--- src/common/kbd_pkg.sv ---
package kbd_pkg;

    // PS/2 frame: start, 8 data, odd parity, stop
    localparam int PS2_FRAME_BITS = 11;
    localparam int PS2_IDLE_CYCLES = 64;
    localparam int PS2_IDLE_W = $clog2(PS2_IDLE_CYCLES);

    // Set-2 prefix bytes
    localparam logic [7:0] BREAK_CODE = 8'hF0;
    localparam logic [7:0] EXT_CODE = 8'hE0;

    localparam int IRQ_W = 4;
    localparam logic [IRQ_W-1:0] KEY_IRQ_VEC = 4'd1;

    // Set-2 make code to ASCII, 0 for keys without a mapping
    function automatic logic [7:0] scan_to_ascii(input logic [7:0] code);
        case (code)
            8'h1C: return "a";
            8'h32: return "b";
            8'h21: return "c";
            8'h23: return "d";
            8'h24: return "e";
            8'h2B: return "f";
            8'h34: return "g";
            8'h33: return "h";
            8'h43: return "i";
            8'h3B: return "j";
            8'h42: return "k";
            8'h4B: return "l";
            8'h3A: return "m";
            8'h31: return "n";
            8'h44: return "o";
            8'h4D: return "p";
            8'h15: return "q";
            8'h2D: return "r";
            8'h1B: return "s";
            8'h2C: return "t";
            8'h3C: return "u";
            8'h2A: return "v";
            8'h1D: return "w";
            8'h22: return "x";
            8'h35: return "y";
            8'h1A: return "z";
            8'h45: return "0";
            8'h16: return "1";
            8'h1E: return "2";
            8'h26: return "3";
            8'h25: return "4";
            8'h2E: return "5";
            8'h36: return "6";
            8'h3D: return "7";
            8'h3E: return "8";
            8'h46: return "9";
            8'h29: return 8'h20;
            8'h5A: return 8'h0D;
            default: return 8'h00;
        endcase
    endfunction

endpackage

--- src/common/key_if.sv ---
`timescale 1ns/1ps

interface key_if;

    // One decoded key event, valid for a single cycle
    logic [7:0] scan;
    logic [7:0] ascii;
    logic       make;
    logic       brk;
    logic       valid;

    modport src (
        output scan,
        output ascii,
        output make,
        output brk,
        output valid
    );

    modport dst (
        input scan,
        input ascii,
        input make,
        input brk,
        input valid
    );

endinterface

--- src/verilog/key_irq.sv ---
`timescale 1ns/1ps

module key_irq (
    input  logic                       clk,
    input  logic                       rst_n,
    key_if.dst                         ev,
    output logic [7:0]                 key_ascii,
    output logic [kbd_pkg::IRQ_W-1:0]  irq_vector
);
    import kbd_pkg::*;

    logic press;
    logic fire;

    assign press = ev.valid && ev.make && !ev.brk;

    // Only printable keys interrupt
    assign fire = press && (ev.ascii != 8'h00);

    always_ff @(posedge clk or negedge rst_n) begin
        if (!rst_n) begin
            key_ascii <= 8'h00;
            irq_vector <= '0;
        end else begin
            if (press) begin
                key_ascii <= ev.ascii;
            end
            // One-shot vector, never held past a single cycle
            if (fire && irq_vector == '0) begin
                irq_vector <= KEY_IRQ_VEC;
            end else begin
                irq_vector <= '0;
            end
        end
    end

endmodule

--- src/flat_wrapper.sv ---
// flat-port wrapper written by rule: the top's interface ports become plain ports
module key_irq_flat import kbd_pkg::*;
  (clk, rst_n, key_ascii, irq_vector, ev_scan, ev_ascii, ev_make, ev_brk, ev_valid);
  key_if ev_i ();
  input  logic clk;
  input  logic rst_n;
  output logic [7:0] key_ascii;
  output logic [kbd_pkg::IRQ_W-1:0] irq_vector;
  input wire logic [$bits(ev_i.scan)-1:0] ev_scan;
  input wire logic [$bits(ev_i.ascii)-1:0] ev_ascii;
  input wire logic [$bits(ev_i.make)-1:0] ev_make;
  input wire logic [$bits(ev_i.brk)-1:0] ev_brk;
  input wire logic [$bits(ev_i.valid)-1:0] ev_valid;
  assign ev_i.scan = ev_scan;
  assign ev_i.ascii = ev_ascii;
  assign ev_i.make = ev_make;
  assign ev_i.brk = ev_brk;
  assign ev_i.valid = ev_valid;
  key_irq u_core (.clk(clk), .rst_n(rst_n), .ev(ev_i), .key_ascii(key_ascii), .irq_vector(irq_vector));
endmodule
--- config.mk ---
export PLATFORM = sky130hd
export DESIGN_NAME = key_irq_flat
export DESIGN_NICKNAME = d
export VERILOG_FILES = /design/src/common/kbd_pkg.sv /design/src/common/key_if.sv /design/src/verilog/key_irq.sv /design/src/flat_wrapper.sv
export SDC_FILE = /design/constraint.sdc
export NUM_CORES = 1
export LEC_CHECK = 0
export BUFFER_PORTS_ARGS = -buffer_cell sky130_fd_sc_hd__buf_2
export CORE_AREA = 2 2 39 41
export DETAILED_ROUTE_END_ITERATION = 10
export DIE_AREA = 0 0 41 43
export PLACE_DENSITY = 0.6
export SYNTH_ARGS = -nofsm -noshare
export SYNTH_HDL_FRONTEND = slang
export SYNTH_SLANG_ARGS = --single-unit
--- constraint.sdc ---
create_clock -name clk -period 1.2 [get_ports clk]
set_input_delay 0 -clock clk [delete_from_list [all_inputs] [get_ports clk]]
set_output_delay 0 -clock clk [all_outputs]
set_load 0.01 [all_outputs]
==> key figures <==
Status
  • Status: completed

Global route
  • Pin count of the biggest net entering global routing: 10
  • Routing usage on met2: 17.5%
  • GR Util met3: 3.14%
  • Busiest grt layer: met2
  • Via count of the first global-routing pass: 330
  • Number of antenna violations at the first check in global routing: 0
  • Global-route met1 utilization: 10.4%
  • First-pass GRT wire length: 1190 um
  • Aggregate global-route resource usage: 10.4%
  • Overall overflow remaining after global route: 0

Final layout
  • Net count reported at finish: 79
  • Register cell area after layout: 225 um^2
  • Post-route non-filler standard cell count: 73
  • Number of antenna cells inserted: 0
  • Post-Route Utilization: 43.2%
  • Fraction of final layout cells with drive strength greater than 1: 57.9%
  • Total area of multi-input combinational cells: 141 um^2
  • Area delta synth->final: 56.7%
  • Count of fill cells added during filler insertion: 127
  • Final design area excluding fillers: 598 um^2

Synthesis
  • Cell accounting for the most synthesized area: sky130_fd_sc_hd__dfrtp_1
  • Post-Synth Adder-Cell Area: 0%
  • XOR/XNOR Fraction of Synth Area: 0%
  • Yosys synthesis warning count: 0
  • Top post-synthesis cells by area: sky130_fd_sc_hd__dfrtp_1, sky130_fd_sc_hd__mux2_2, sky130_fd_sc_hd__buf_4, sky130_fd_sc_hd__nand3b_4, sky130_fd_sc_hd__nor4_1
  • Area share of the leading cell type in the synthesized netlist: 59.0%
  • Area fraction in and, or, nand and nor cells after synthesis: 8.52%
  • Share of synthesized area spent on multiplexers: 23.6%
  • Synth Area in Compound Gates: 1.97%
  • #FFs+latches synth: 9
  • Dominant combinational cell family by area after synthesis: multiplexers
  • Post-Synthesis Mean Instance Area: 15.3 um^2
  • Post-synthesis instance area: 382 um^2
  • Sequential-to-total area share from yosys stat: 59.0%
  • Number of unique standard cell types used by synthesis: 7
  • Post-synthesis instance total: 25

Floorplan
  • Num rows: 14
  • Die boundary width: 41 um
  • Height of the die: 43 um
  • Core box area: 1380 um^2
  • Die Area: 1760 um^2
  • Initial Util: 27.6%
  • Top-level port count: 33

Routing
  • Antenna viol nets, final: 0
  • Remaining design rule violation count: 0
  • Post-DR vias/cell: 4.22
  • Detailed router's first-iteration violation count: 0
  • First-pass DRT Iterations: 1
  • Total vias in the final route: 308
  • Wirelength per Cell: 11.5 um
  • WL final: 843 um

STA
  • Peak clock frequency supported by timing: 950 MHz
  • Worst hold slack: 11.5 ps
  • Final-report hold violation count: 0
  • Accumulated negative setup slack: 0 ps
  • Setup ws final: 148 ps
  • Pins Over Slew Limit: 0
  • RSZ-0062 raised after global routing: false
  • Share of the clock period used by the worst path after layout: 87.7%
  • Maximum clock skew at final layout: 0 ps
  • Number of endpoints failing setup at the final stage: 0
  • Clock period minus worst slack: 1050 ps

Job
  • # Max-Cap Violations: 0

Critical path
  • Terminus of the critical flop-to-flop path: u_core.key_ascii[3]$_DFFE_PN0P_
  • Required arrival time at the worst endpoint: 1310 ps
  • Type of element capturing the critical path: flop
  • Kind of start point of the critical path: input port
  • Arrival time at the worst endpoint: 1160 ps
  • Slack of the worst reg-to-reg path: 450 ps
  • FF-to-FF Start: u_core.key_ascii[3]$_DFFE_PN0P_
  • R2r worst-path depth: 1
  • CP Class: input port to flop
  • Top fanout value on the critical path: 2

Clock network
  • Sinks on the clock net: 9
  • Inserted Clock Buffers: 3
  • Number of setup buffers added after CTS: 0
  • TritonCTS clock tree: built
  • Clock tree root buffer cell: sky130_fd_sc_hd__clkbuf_4
  • Clock buffer depth: 2
  • H-Tree Level Count: 1
  • Clock input transition at the sequential cells of the worst setup and hold paths: 60 ps
  • Clock latency of the later-clocked register in the worst-skew pair: 250 ps

Power
  • Total power of the final layout: 0.790 mW
  • Total power per unit cell area: 1320 nW/um^2
  • Maximum resistive drop on vdd: 723 uV
  • Leakage power figure: 0.303 nW

Min path
  • Start point of the worst min-delay path: ev_ascii[3]
  • Endpoint with the worst hold slack: u_core.key_ascii[3]$_DFFE_PN0P_
  • Class of the tightest hold or removal check: input port to flop
  • Cell count of the worst hold path: 2

Placement
  • Cell total after placement: 61
  • Placed standard-cell area: 492 um^2
  • Final weighted congestion in routability-driven placement: 0.630
  • Number of port buffers: 21
  • Setup slack at placement: 450 ps
## Yosys cell counts
cell,count
sky130_fd_sc_hd__dfrtp_1,9
sky130_fd_sc_hd__mux2_2,8
sky130_fd_sc_hd__buf_4,3
sky130_fd_sc_hd__nor4_1,2
sky130_fd_sc_hd__a211oi_1,1
sky130_fd_sc_hd__conb_1,1
sky130_fd_sc_hd__nand3b_4,1
## critical path, cell delays in order
cell and delay [ps]:
sky130_fd_sc_hd__dlygate4sd3_1 540, sky130_fd_sc_hd__buf_2 130, sky130_fd_sc_hd__nor4_1 360, sky130_fd_sc_hd__a211oi_1 140
## per-layer routing
layer / part of all wire, % / vias up / wire (um)
met5: 0 / - / 0
met2: 45 / 23 / 379
li1: - / 148 / -
met1: 45 / 137 / 376
met4: 0 / 0 / 0
met3: 10 / 0 / 86
## registers in the layout, indices dropped and copies added, names as in the netlist
register,count
u_core.irq_vector,1
u_core.key_ascii,8
## report_power, final
group | switching (mW) | internal [mW]
registers | 0.0229 | 0.356
logic | 0.0840 | 0.109
clock network | 0.0912 | 0.127
## layout by cell type, fill, tap and decap left out, drive strengths merged
| cell type | instances |
|---|---|
| dfrtp | 9 |
| mux2 | 8 |
| nand3b | 1 |
| dlygate4sd3 | 8 |
| clkbuf | 4 |
| conb | 3 |
| nor4 | 2 |
| a211oi | 1 |
| buf | 21 |
## worst max-delay path by stage
stage	start	to	slack, ps	depth (start not counted)
final	ev_ascii[7]	u_core.irq_vector[0]$_DFF_PN0_	150	4
after global routing	ev_ascii[7]	u_core.irq_vector[0]$_DFF_PN0_	70	4
after CTS	ev_ascii[7]	u_core.irq_vector[0]$_DFF_PN0_	170	4
after detailed placement	ev_brk	u_core.key_ascii[1]$_DFFE_PN0P_	450	3
after global placement	ev_brk	u_core.key_ascii[6]$_DFFE_PN0P_	450	3
after floorplan	u_core.key_ascii[0]$_DFFE_PN0P_	u_core.key_ascii[0]$_DFFE_PN0P_	430	1
## area by class of cell
cell class                      instances  share of cell area [%]
Sequential cell                         9                    37.7
Clock buffer                            4                    4.39
Tap cell                               16                    3.35
Timing Repair Buffer                   29                    31.0
Multi-Input combinational cell         15                    23.6
## logic make-up (layout without fill, tap and decap cells)
| kind of cell | count (synthesis) | count (layout) |
|---|---|---|
| DFF | 9 | 9 |
| muxes | 8 | 8 |
| and+or+nand+nor | 3 | 3 |
| buffers and inverters | 3 | 33 |
| other | 1 | 3 |
| AOI/OAI and AO/OA | 1 | 1 |
## timing repair
action,in CTS,in global routing
hold buffers,7,1
hold endpoints to repair,15,1
gates resized for setup,0,0
(Power assumes the default switching activity.)
