File: config.mk
export PLATFORM = sky130hd
export DESIGN_NAME = ps2_rx
export DESIGN_NICKNAME = d
export VERILOG_FILES = /design/src/common/kbd_pkg.sv /design/src/ps2/ps2_rx.sv
export SDC_FILE = /design/constraint.sdc
export NUM_CORES = 1
export LEC_CHECK = 0
export ABC_AREA = 1
export BUFFER_PORTS_ARGS = -buffer_cell sky130_fd_sc_hd__buf_4
export CAP_MARGIN = 10
export CORE_ASPECT_RATIO = 2
export CORE_MARGIN = 8
export CORE_UTILIZATION = 35
export CTS_CLUSTER_SIZE = 16
export DETAILED_ROUTE_END_ITERATION = 8
export PLACE_DENSITY = 0.52
export SKIP_LAST_GASP = 1
export SYNTH_ARGS = -nofsm -noshare
export SYNTH_HDL_FRONTEND = slang
export SYNTH_SLANG_ARGS = --single-unit
File: constraint.sdc
create_clock -name clk -period 3.25 [get_ports clk]
set_input_delay 0.1625 -clock clk [delete_from_list [all_inputs] [get_ports clk]]
set_output_delay 0.1625 -clock clk [all_outputs]
set_load 0.005 [all_outputs]
File: src/common/kbd_pkg.sv
package kbd_pkg;

    // PS/2 frame: start, 8 data, odd parity, stop
    localparam int PS2_FRAME_BITS = 11;
    localparam int PS2_IDLE_CYCLES = 64;
    localparam int PS2_IDLE_W = $clog2(PS2_IDLE_CYCLES);

    // Set-2 prefix bytes
    localparam logic [7:0] BREAK_CODE = 8'hF0;
    localparam logic [7:0] EXT_CODE = 8'hE0;

    localparam int IRQ_W = 4;
    localparam logic [IRQ_W-1:0] KEY_IRQ_VEC = 4'd1;

    // Set-2 make code to ASCII, 0 for keys without a mapping
    function automatic logic [7:0] scan_to_ascii(input logic [7:0] code);
        case (code)
            8'h1C: return "a";
            8'h32: return "b";
            8'h21: return "c";
            8'h23: return "d";
            8'h24: return "e";
            8'h2B: return "f";
            8'h34: return "g";
            8'h33: return "h";
            8'h43: return "i";
            8'h3B: return "j";
            8'h42: return "k";
            8'h4B: return "l";
            8'h3A: return "m";
            8'h31: return "n";
            8'h44: return "o";
            8'h4D: return "p";
            8'h15: return "q";
            8'h2D: return "r";
            8'h1B: return "s";
            8'h2C: return "t";
            8'h3C: return "u";
            8'h2A: return "v";
            8'h1D: return "w";
            8'h22: return "x";
            8'h35: return "y";
            8'h1A: return "z";
            8'h45: return "0";
            8'h16: return "1";
            8'h1E: return "2";
            8'h26: return "3";
            8'h25: return "4";
            8'h2E: return "5";
            8'h36: return "6";
            8'h3D: return "7";
            8'h3E: return "8";
            8'h46: return "9";
            8'h29: return 8'h20;
            8'h5A: return 8'h0D;
            default: return 8'h00;
        endcase
    endfunction

endpackage

File: src/ps2/ps2_rx.sv
`timescale 1ns/1ps

module ps2_rx (
    input  logic       clk,
    input  logic       rst_n,
    input  logic       ps2_clk,
    input  logic       ps2_dat,
    output logic [7:0] rx_byte,
    output logic       rx_valid,
    output logic       rx_err
);
    import kbd_pkg::*;

    logic [1:0] clk_sync;
    logic [1:0] dat_sync;
    logic clk_prev;
    logic fall;
    logic [3:0] bit_cnt;
    logic [9:0] shreg;
    logic [PS2_IDLE_W-1:0] idle_cnt;
    logic last_bit;
    logic frame_ok;

    // Two-flop synchronisers for both lines
    always_ff @(posedge clk or negedge rst_n) begin
        if (!rst_n) begin
            clk_sync <= 2'b11;
            dat_sync <= 2'b11;
        end else begin
            clk_sync <= {clk_sync[0], ps2_clk};
            dat_sync <= {dat_sync[0], ps2_dat};
        end
    end

    // Registered falling-edge strobe
    always_ff @(posedge clk or negedge rst_n) begin
        if (!rst_n) begin
            clk_prev <= 1'b1;
            fall <= 1'b0;
        end else begin
            clk_prev <= clk_sync[1];
            fall <= clk_prev && !clk_sync[1];
        end
    end

    assign last_bit = (bit_cnt == 4'(PS2_FRAME_BITS - 1));

    // shreg[0] start, shreg[8:1] data, shreg[9] parity, stop bit is the live sample
    assign frame_ok = !shreg[0] && dat_sync[1] && (^shreg[9:1]);

    always_ff @(posedge clk or negedge rst_n) begin
        if (!rst_n) begin
            bit_cnt <= '0;
            idle_cnt <= '0;
            rx_valid <= 1'b0;
            rx_err <= 1'b0;
        end else begin
            rx_valid <= 1'b0;
            rx_err <= 1'b0;
            if (fall) begin
                idle_cnt <= '0;
                if (last_bit) begin
                    bit_cnt <= '0;
                    rx_valid <= frame_ok;
                    rx_err <= !frame_ok;
                end else begin
                    bit_cnt <= bit_cnt + 4'd1;
                end
            end else if (bit_cnt != '0) begin
                // Stalled frame is dropped quietly
                if (idle_cnt == PS2_IDLE_W'(PS2_IDLE_CYCLES - 1)) begin
                    bit_cnt <= '0;
                    idle_cnt <= '0;
                end else begin
                    idle_cnt <= idle_cnt + 1'b1;
                end
            end
        end
    end

    // LSB first, so shift in from the top
    always_ff @(posedge clk) begin
        if (fall && !last_bit) begin
            shreg <= {dat_sync[1], shreg[9:1]};
        end
        if (fall && last_bit) begin
            rx_byte <= shreg[8:1];
        end
    end

endmodule

==> run_results.csv, run 1 <==
group,metric,value,unit
clocking,numCtsBuffers,5,
drt,vias,967,
timing,period_share,0.510,
outcome,status,"finished clean",
clocking,cts_tree,"done",
drt,drtIter0Drc,14,
synthesis,synth_ff_type,"edfxtp_1",
timing,fin_worst_skew,3.82,ps
cells_and_area,fin_nets,164,
synthesis,syn_area_per_cell,11.3,µm²
drt,drc_errors,0,
timing,rsz0062_at_grt,"no",
placement,place.gp.congestion,0.739,
timing,slew_headroom,0.546,
worst_setup_path,start_kind,"register",
worst_setup_path,path_cells,"inv_1, ha_1, nand3_1, inv_1, nor2_2",
power_and_ir_drop,power.density,655,nW/µm²
placement,dp.final_hpwl,2.00,mm
cells_and_area,multiInputGateArea,428,µm²
clocking,insertion_delay,280,ps
power_and_ir_drop,leakage,0.811,nW
die,ios,14,
synthesis,yosysTopAreaCell,"edfxtp_1",
die,rows,33,
clocking,cts.path.max_buffers,2,
run,drv_cap,0,
synthesis,ys_types,23,
drt,viasPerCell,4.63,
worst_setup_path,rrSetupSlack,1590,ps
drt,route.final.wire_length,2.58,mm
worst_setup_path,cp_slowest_cell,"nor2_2",
power_and_ir_drop,total_power,1.18,mW
worst_setup_path,r2r-start,"bit_cnt[0]$_DFFE_PN0P_",
worst_setup_path,cp_data_required_time,3170,ps
cells_and_area,final_cells,209,
worst_setup_path,r2r_cells,5,
worst_setup_path,path_depth,5,
clocking,clk_pin_slew,70,ps
synthesis,ys.warnings.count,0,
worst_setup_path,r2r_end,"shreg[0]$_DFFE_PP_",
clocking,ctsHtreeMaxLevel,2,
timing,setup_tns,0,ps
cells_and_area,seq_area,997,µm²
timing,fin_hold_ws,272,ps
timing,final_max_slew_viol_count,0,
synthesis,synth-edff-count,18,
clocking,clock-sinks,36,
synthesis,yosys-top-cells-area,"edfxtp_1, dfrtp_1, dfstp_2, nand2_1, inv_1",
cells_and_area,drive_above_1_share,0.204,
cells_and_area,antenna_cells,0,
placement,post-place-ws,1540,ps
drt,drtPass1Iterations,4,
timing,max_freq,603,MHz
power_and_ir_drop,vdd_drop_max,382,µV
synthesis,synth-seq-cells,36,
worst_setup_path,cp.buffers_inverters,2,
die,fp.dieH,108,µm
die,design.die.area,6750,µm²
global_routing,grt_usage,0.0823,
synthesis,synth_common_cells,"nand2_1, edfxtp_1, inv_1",
drt,detail-route-antenna-nets,0,
synthesis,synth-seq-area-share,0.666,
synthesis,synth_area,1500,µm²
global_routing,antenna_found_initial,0,
die,start_util,0.366,
die,core_area,4090,µm²
timing,final-hold-violation-count,0,
worst_setup_path,cpPeakStageDelay,470,ps
worst_setup_path,critPathKind,"reg -> reg",
synthesis,synth_top_area_share,0.361,
worst_setup_path,critPathCaptureType,"register",
synthesis,synthArstFlopShare,0.500,
worst_setup_path,crit_path_max_fanout,13,
synthesis,yosysMostFrequentCell,"nand2_1",
die,die_w,62.2,µm
worst_setup_path,critPathArrivalTime,1580,ps
worst_setup_path,cpMostUsedCell,"inv_1",
synthesis,netlist_instances,133,
cells_and_area,syn_to_final_growth,20.1,%
placement,io_buffer_count,13,
global_routing,grt-ovfl-total,0,
worst_setup_path,cp_top_family,"simple AND/OR/NAND/NOR gates",
min_path,timing.hold.worst.class,"in -> async",
timing,finalSetupViolCount,0,
placement,dp.cells,198,
cells_and_area,fill_cells,377,
global_routing,first_global_vias,982,
synthesis,synth_nets,141,
worst_setup_path,cp-startpoint,"bit_cnt[0]$_DFFE_PN0P_",
clocking,cts_resized,0,
timing,period_minus_slack,1660,ps
global_routing,grt_max_degree,19,
timing,worst_slack,1590,ps
drt,wl_per_cell,12.3,µm
global_routing,grt_pass1_wl,4.34,mm
clocking,root_buffer,"clkbuf_8",
timing,worst_slew_pin_slew,679,ps
## routing by layer
metal | vias to the layer above | part of all wire | GRT usage | wire length, µm
met1 | 459 | 0.35 | 0.0654 | 914
li1 | 479 | - | - | -
met3 | 6 | 0.058 | 0.0342 | 150
met2 | 23 | 0.55 | 0.155 | 1420
met5 | - | 0 | 0 | 0
met4 | 0 | 0.038 | 0.0605 | 99
## flip-flops by register name, summed over array words and instances (netlist names)
signal and count:
clk_prev 1, dat_sync 2, idle_cnt 6, bit_cnt 4, fall 1, rx_valid 1, rx_err 1, shreg 10
clk_sync 2, rx_byte 8
## how the worst max path moves through the flow
stage | endpoint | slack [ps]
5_1_grt | rx_err$_DFF_PN0_ | 1440
4_1_cts | shreg[8]$_DFFE_PP_ | 1560
6_report | shreg[0]$_DFFE_PP_ | 1590
2_1_floorplan | rx_byte[0]$_DFFE_PP_ | 1770
3_3_place_gp | rx_byte[7]$_DFFE_PP_ | 1630
3_5_place_dp | shreg[9]$_DFFE_PP_ | 1540
## cells by family after synthesis
logic type | count (synthesis) | share of synthesized area
buffers and inverters | 19 | 0.0477
DFF | 36 | 0.666
and+or+nand+nor | 58 | 0.185
AOI/OAI and AO/OA | 12 | 0.0443
xor gates and xnor gates | 4 | 0.0234
adders and majority gates | 4 | 0.0334
## power by group
group / total (mW) / switching, mW / internal (mW) / leakage, nW
Clock: 0.381 / 0.154 / 0.228 / 0.0552
Combinational: 0.206 / 0.120 / 0.0866 / 0.369
Sequential: 0.590 / 0.0523 / 0.538 / 0.388
## cell type report
| class | count | share of cell area |
|---|---|---|
| multi-input cells | 78 | 0.238 |
| well taps | 52 | 0.0362 |
| inverters | 19 | 0.0397 |
| clock buffers | 6 | 0.0404 |
| clock inverters | 2 | 0.0195 |
| repair buffers | 16 | 0.0710 |
| flip-flops and latches | 36 | 0.555 |
## worst register-to-register path: stages, from the launching register on
cell,delay [ps]
dfrtp_1,390
inv_1,90
ha_1,190
nand3_1,90
inv_1,60
nor2_2,470
## layout by cell type (no fill, tap or decap), types with 5 or more instances in the layout
cell type,synthesis,final
nand2_1,24,24
inv_1,18,18
edfxtp_1,18,18
nor2_1,14,14
dfrtp_1,13,13
buf_4,0,13
nand3_1,10,10
a21oi_1,6,6
dfstp_2,5,5
clkbuf_8,0,5
## timing repair
item / 4_1_cts / 5_1_grt
buffers inserted: 0 / 0
hold buffers: 3 / 0
hold endpoints to repair: 20 / 0
setup endpoints to repair: 0 / 0
## metrics by stage
stage / util / instance area (µm²)
floorplan: - / 1500
global placement: 0.406 / 1660
detailed placement: 0.406 / 1660
CTS: 0.440 / 1800
global route: 0.440 / 1800
finish: 0.440 / 1800
No activity file was read; power rests on OpenSTA's default activity.
==> run 2: changes to the inputs <==
==> constraint.sdc (replaced) <==
create_clock -name clk -period 1.55 [get_ports clk]
set_input_delay 0.0775 -clock clk [delete_from_list [all_inputs] [get_ports clk]]
set_output_delay 0.0775 -clock clk [all_outputs]
set_load 0.005 [all_outputs]
==> run 2 against run 1 <==
Effect of this change: count of clock-buffer cells in the layout increased by 1; cell count is 2.9% higher; first-iteration DRC count rose by 93%; sequential share of layout area is 1.8 points lower; highest routed layer unchanged.
==> run_results.csv, run 2 (synthesis results as in run 1) <==
group,metric,value,unit
die,rows,33,
timing,setup_tns,0,ps
drt,drtIter0Drc,27,
cells_and_area,drive_above_1_share,0.245,
run,drv_cap,0,
cells_and_area,largest-register,"shreg",
placement,io_buffer_count,13,
clocking,ctsHtreeMaxLevel,2,
worst_setup_path,critPathArrivalTime,1620,ps
power_and_ir_drop,vdd_drop_max,842,µV
clocking,cts.path.max_buffers,2,
worst_setup_path,cpPeakStageDelay,390,ps
die,die_w,62.2,µm
power_and_ir_drop,power.density,1290,nW/µm²
drt,drc_errors,0,
die,ios,14,
worst_setup_path,path_cells,"ha_2, nand3_1, nor2_1, nor2_2, buf_4, o31ai_1, nor2_2",
drt,vias,1004,
drt,detail-route-antenna-nets,0,
drt,route.final.wire_length,2.55,mm
min_path,timing.hold.worst.class,"in -> async",
cells_and_area,syn_to_final_growth,24.0,%
drt,viasPerCell,4.67,
clocking,clock-sinks,36,
global_routing,grt_max_degree,19,
timing,worst_slew_pin_slew,296,ps
worst_setup_path,cpMostUsedCell,"nor2_2",
worst_setup_path,cp_data_required_time,1720,ps
die,core_area,4090,µm²
cells_and_area,postLayoutCoreUtil,0.454,
cells_and_area,fill_cells,376,
cells_and_area,antenna_cells,0,
worst_setup_path,rrSetupSlack,90,ps
global_routing,antenna_found_initial,0,
die,fp.dieH,108,µm
worst_setup_path,r2r-start,"idle_cnt[1]$_DFFE_PN0P_",
worst_setup_path,critPathKind,"reg -> reg",
worst_setup_path,r2r_cells,7,
timing,final_max_slew_viol_count,0,
timing,period_share,0.939,
timing,rsz0062_at_grt,"no",
timing,slew_headroom,0.801,
placement,place.gp.congestion,0.810,
clocking,numCtsBuffers,5,
cells_and_area,final_common_cell,"nand2_1",
timing,fin_worst_skew,4.76,ps
worst_setup_path,start_kind,"register",
cells_and_area,largest_reg_flops,10,
cells_and_area,most-common-layout-cells,"nand2_1, inv_1, buf_4, edfxtp_1",
outcome,status,"finished clean",
clocking,clk_pin_slew,70,ps
timing,finalSetupViolCount,0,
global_routing,grt-ovfl-total,0,
cells_and_area,fin_nets,170,
global_routing,grt_usage,0.0832,
die,design.die.area,6750,µm²
cells_and_area,largestRegisters,"shreg (10), rx_byte (8), idle_cnt (6)",
global_routing,grt_pass1_wl,4.37,mm
worst_setup_path,cp_slowest_cell,"dfrtp_1",
timing,final-hold-violation-count,0,
clocking,cts_tree,"done",
placement,dp.final_hpwl,1.94,mm
clocking,root_buffer,"clkbuf_8",
global_routing,first_global_vias,993,
worst_setup_path,critPathCaptureType,"register",
worst_setup_path,r2r_end,"bit_cnt[3]$_DFFE_PN0P_",
clocking,insertion_delay,280,ps
worst_setup_path,crit_path_max_fanout,3,
timing,max_freq,687,MHz
drt,wl_per_cell,11.9,µm
timing,fin_hold_ws,195,ps
power_and_ir_drop,leakage,0.838,nW
die,start_util,0.366,
drt,drtPass1Iterations,4,
timing,period_minus_slack,1460,ps
-- run 2: cell count changes in the layout (fill, tap and decap cells not counted), sizes merged --
cell      before  now
clkinvlp       0    1
buf           13   19
clkbuf         6    7
bufinv         1    0
clkinv         1    0
-- run 2: cell type report --
cell class              count  area, µm²  share of cell area
flip-flops and latches     36        997               0.537
multi-input cells          78        443               0.239
repair buffers             22        185              0.0998
clock buffers               7       86.3              0.0465
inverters                  19       71.3              0.0384
well taps                  52       65.1              0.0351
clock inverters             1       7.51             0.00405
-- run 2: worst max-delay path by stage --
| stage | start | end | slack [ps] | cells after the start |
|---|---|---|---|---|
| after floorplan | bit_cnt[0]$_DFFE_PN0P_ | rx_byte[0]$_DFFE_PP_ | 70 | 4 |
| after global placement | bit_cnt[0]$_DFFE_PN0P_ | shreg[9]$_DFFE_PP_ | 110 | 6 |
| after detailed placement | bit_cnt[0]$_DFFE_PN0P_ | shreg[9]$_DFFE_PP_ | 30 | 6 |
| after CTS | bit_cnt[0]$_DFFE_PN0P_ | shreg[5]$_DFFE_PP_ | 30 | 6 |
| after global routing | bit_cnt[0]$_DFFE_PN0P_ | shreg[9]$_DFFE_PP_ | 5 | 6 |
| final | idle_cnt[1]$_DFFE_PN0P_ | bit_cnt[3]$_DFFE_PN0P_ | 90 | 7 |
-- run 2: power breakdown --
part / switching [mW] / internal, mW
sequential: 0.0965 / 1.13
combinational: 0.272 / 0.217
clock: 0.314 / 0.361
total: 0.683 / 1.71
-- run 2: timing repair --
| action | in CTS | in global routing |
|---|---|---|
| buffers inserted | 0 | 1 |
| endpoints found under the setup margin | 0 | 11 |
| endpoints found under the hold margin | 20 | 0 |
| resized for setup | 0 | 4 |
| hold buffers | 3 | 0 |
-- run 2: per-layer routing --
layer  track usage  wire, µm  vias up
met5             0         0        -
met4        0.0555        62        0
met3        0.0383       144        6
met2         0.145      1390       23
met1        0.0755       954      485
li1              -         -      490
-- run 2: per-stage QoR --
step | std cells | cell area (µm²) | power, mW | worst slack (ps)
after floorplan | 133 | 1500 | 1.57 | 65.3
after global placement | 203 | 1710 | 1.69 | 109
after detailed placement | 203 | 1710 | 1.70 | 34.7
after CTS | 214 | 1830 | 2.41 | 25.8
after global routing | 215 | 1860 | 2.54 | 5.05
final | 215 | 1860 | 2.39 | 94.7
-- run 2: critical path, delay by kind of cell (launching register included) --
| family | cells | cell delay, ps |
|---|---|---|
| simple gates | 4 | 360 |
| compound gates | 1 | 270 |
| buf+inv | 1 | 130 |
| flops | 1 | 390 |
| fa+ha+maj | 1 | 200 |
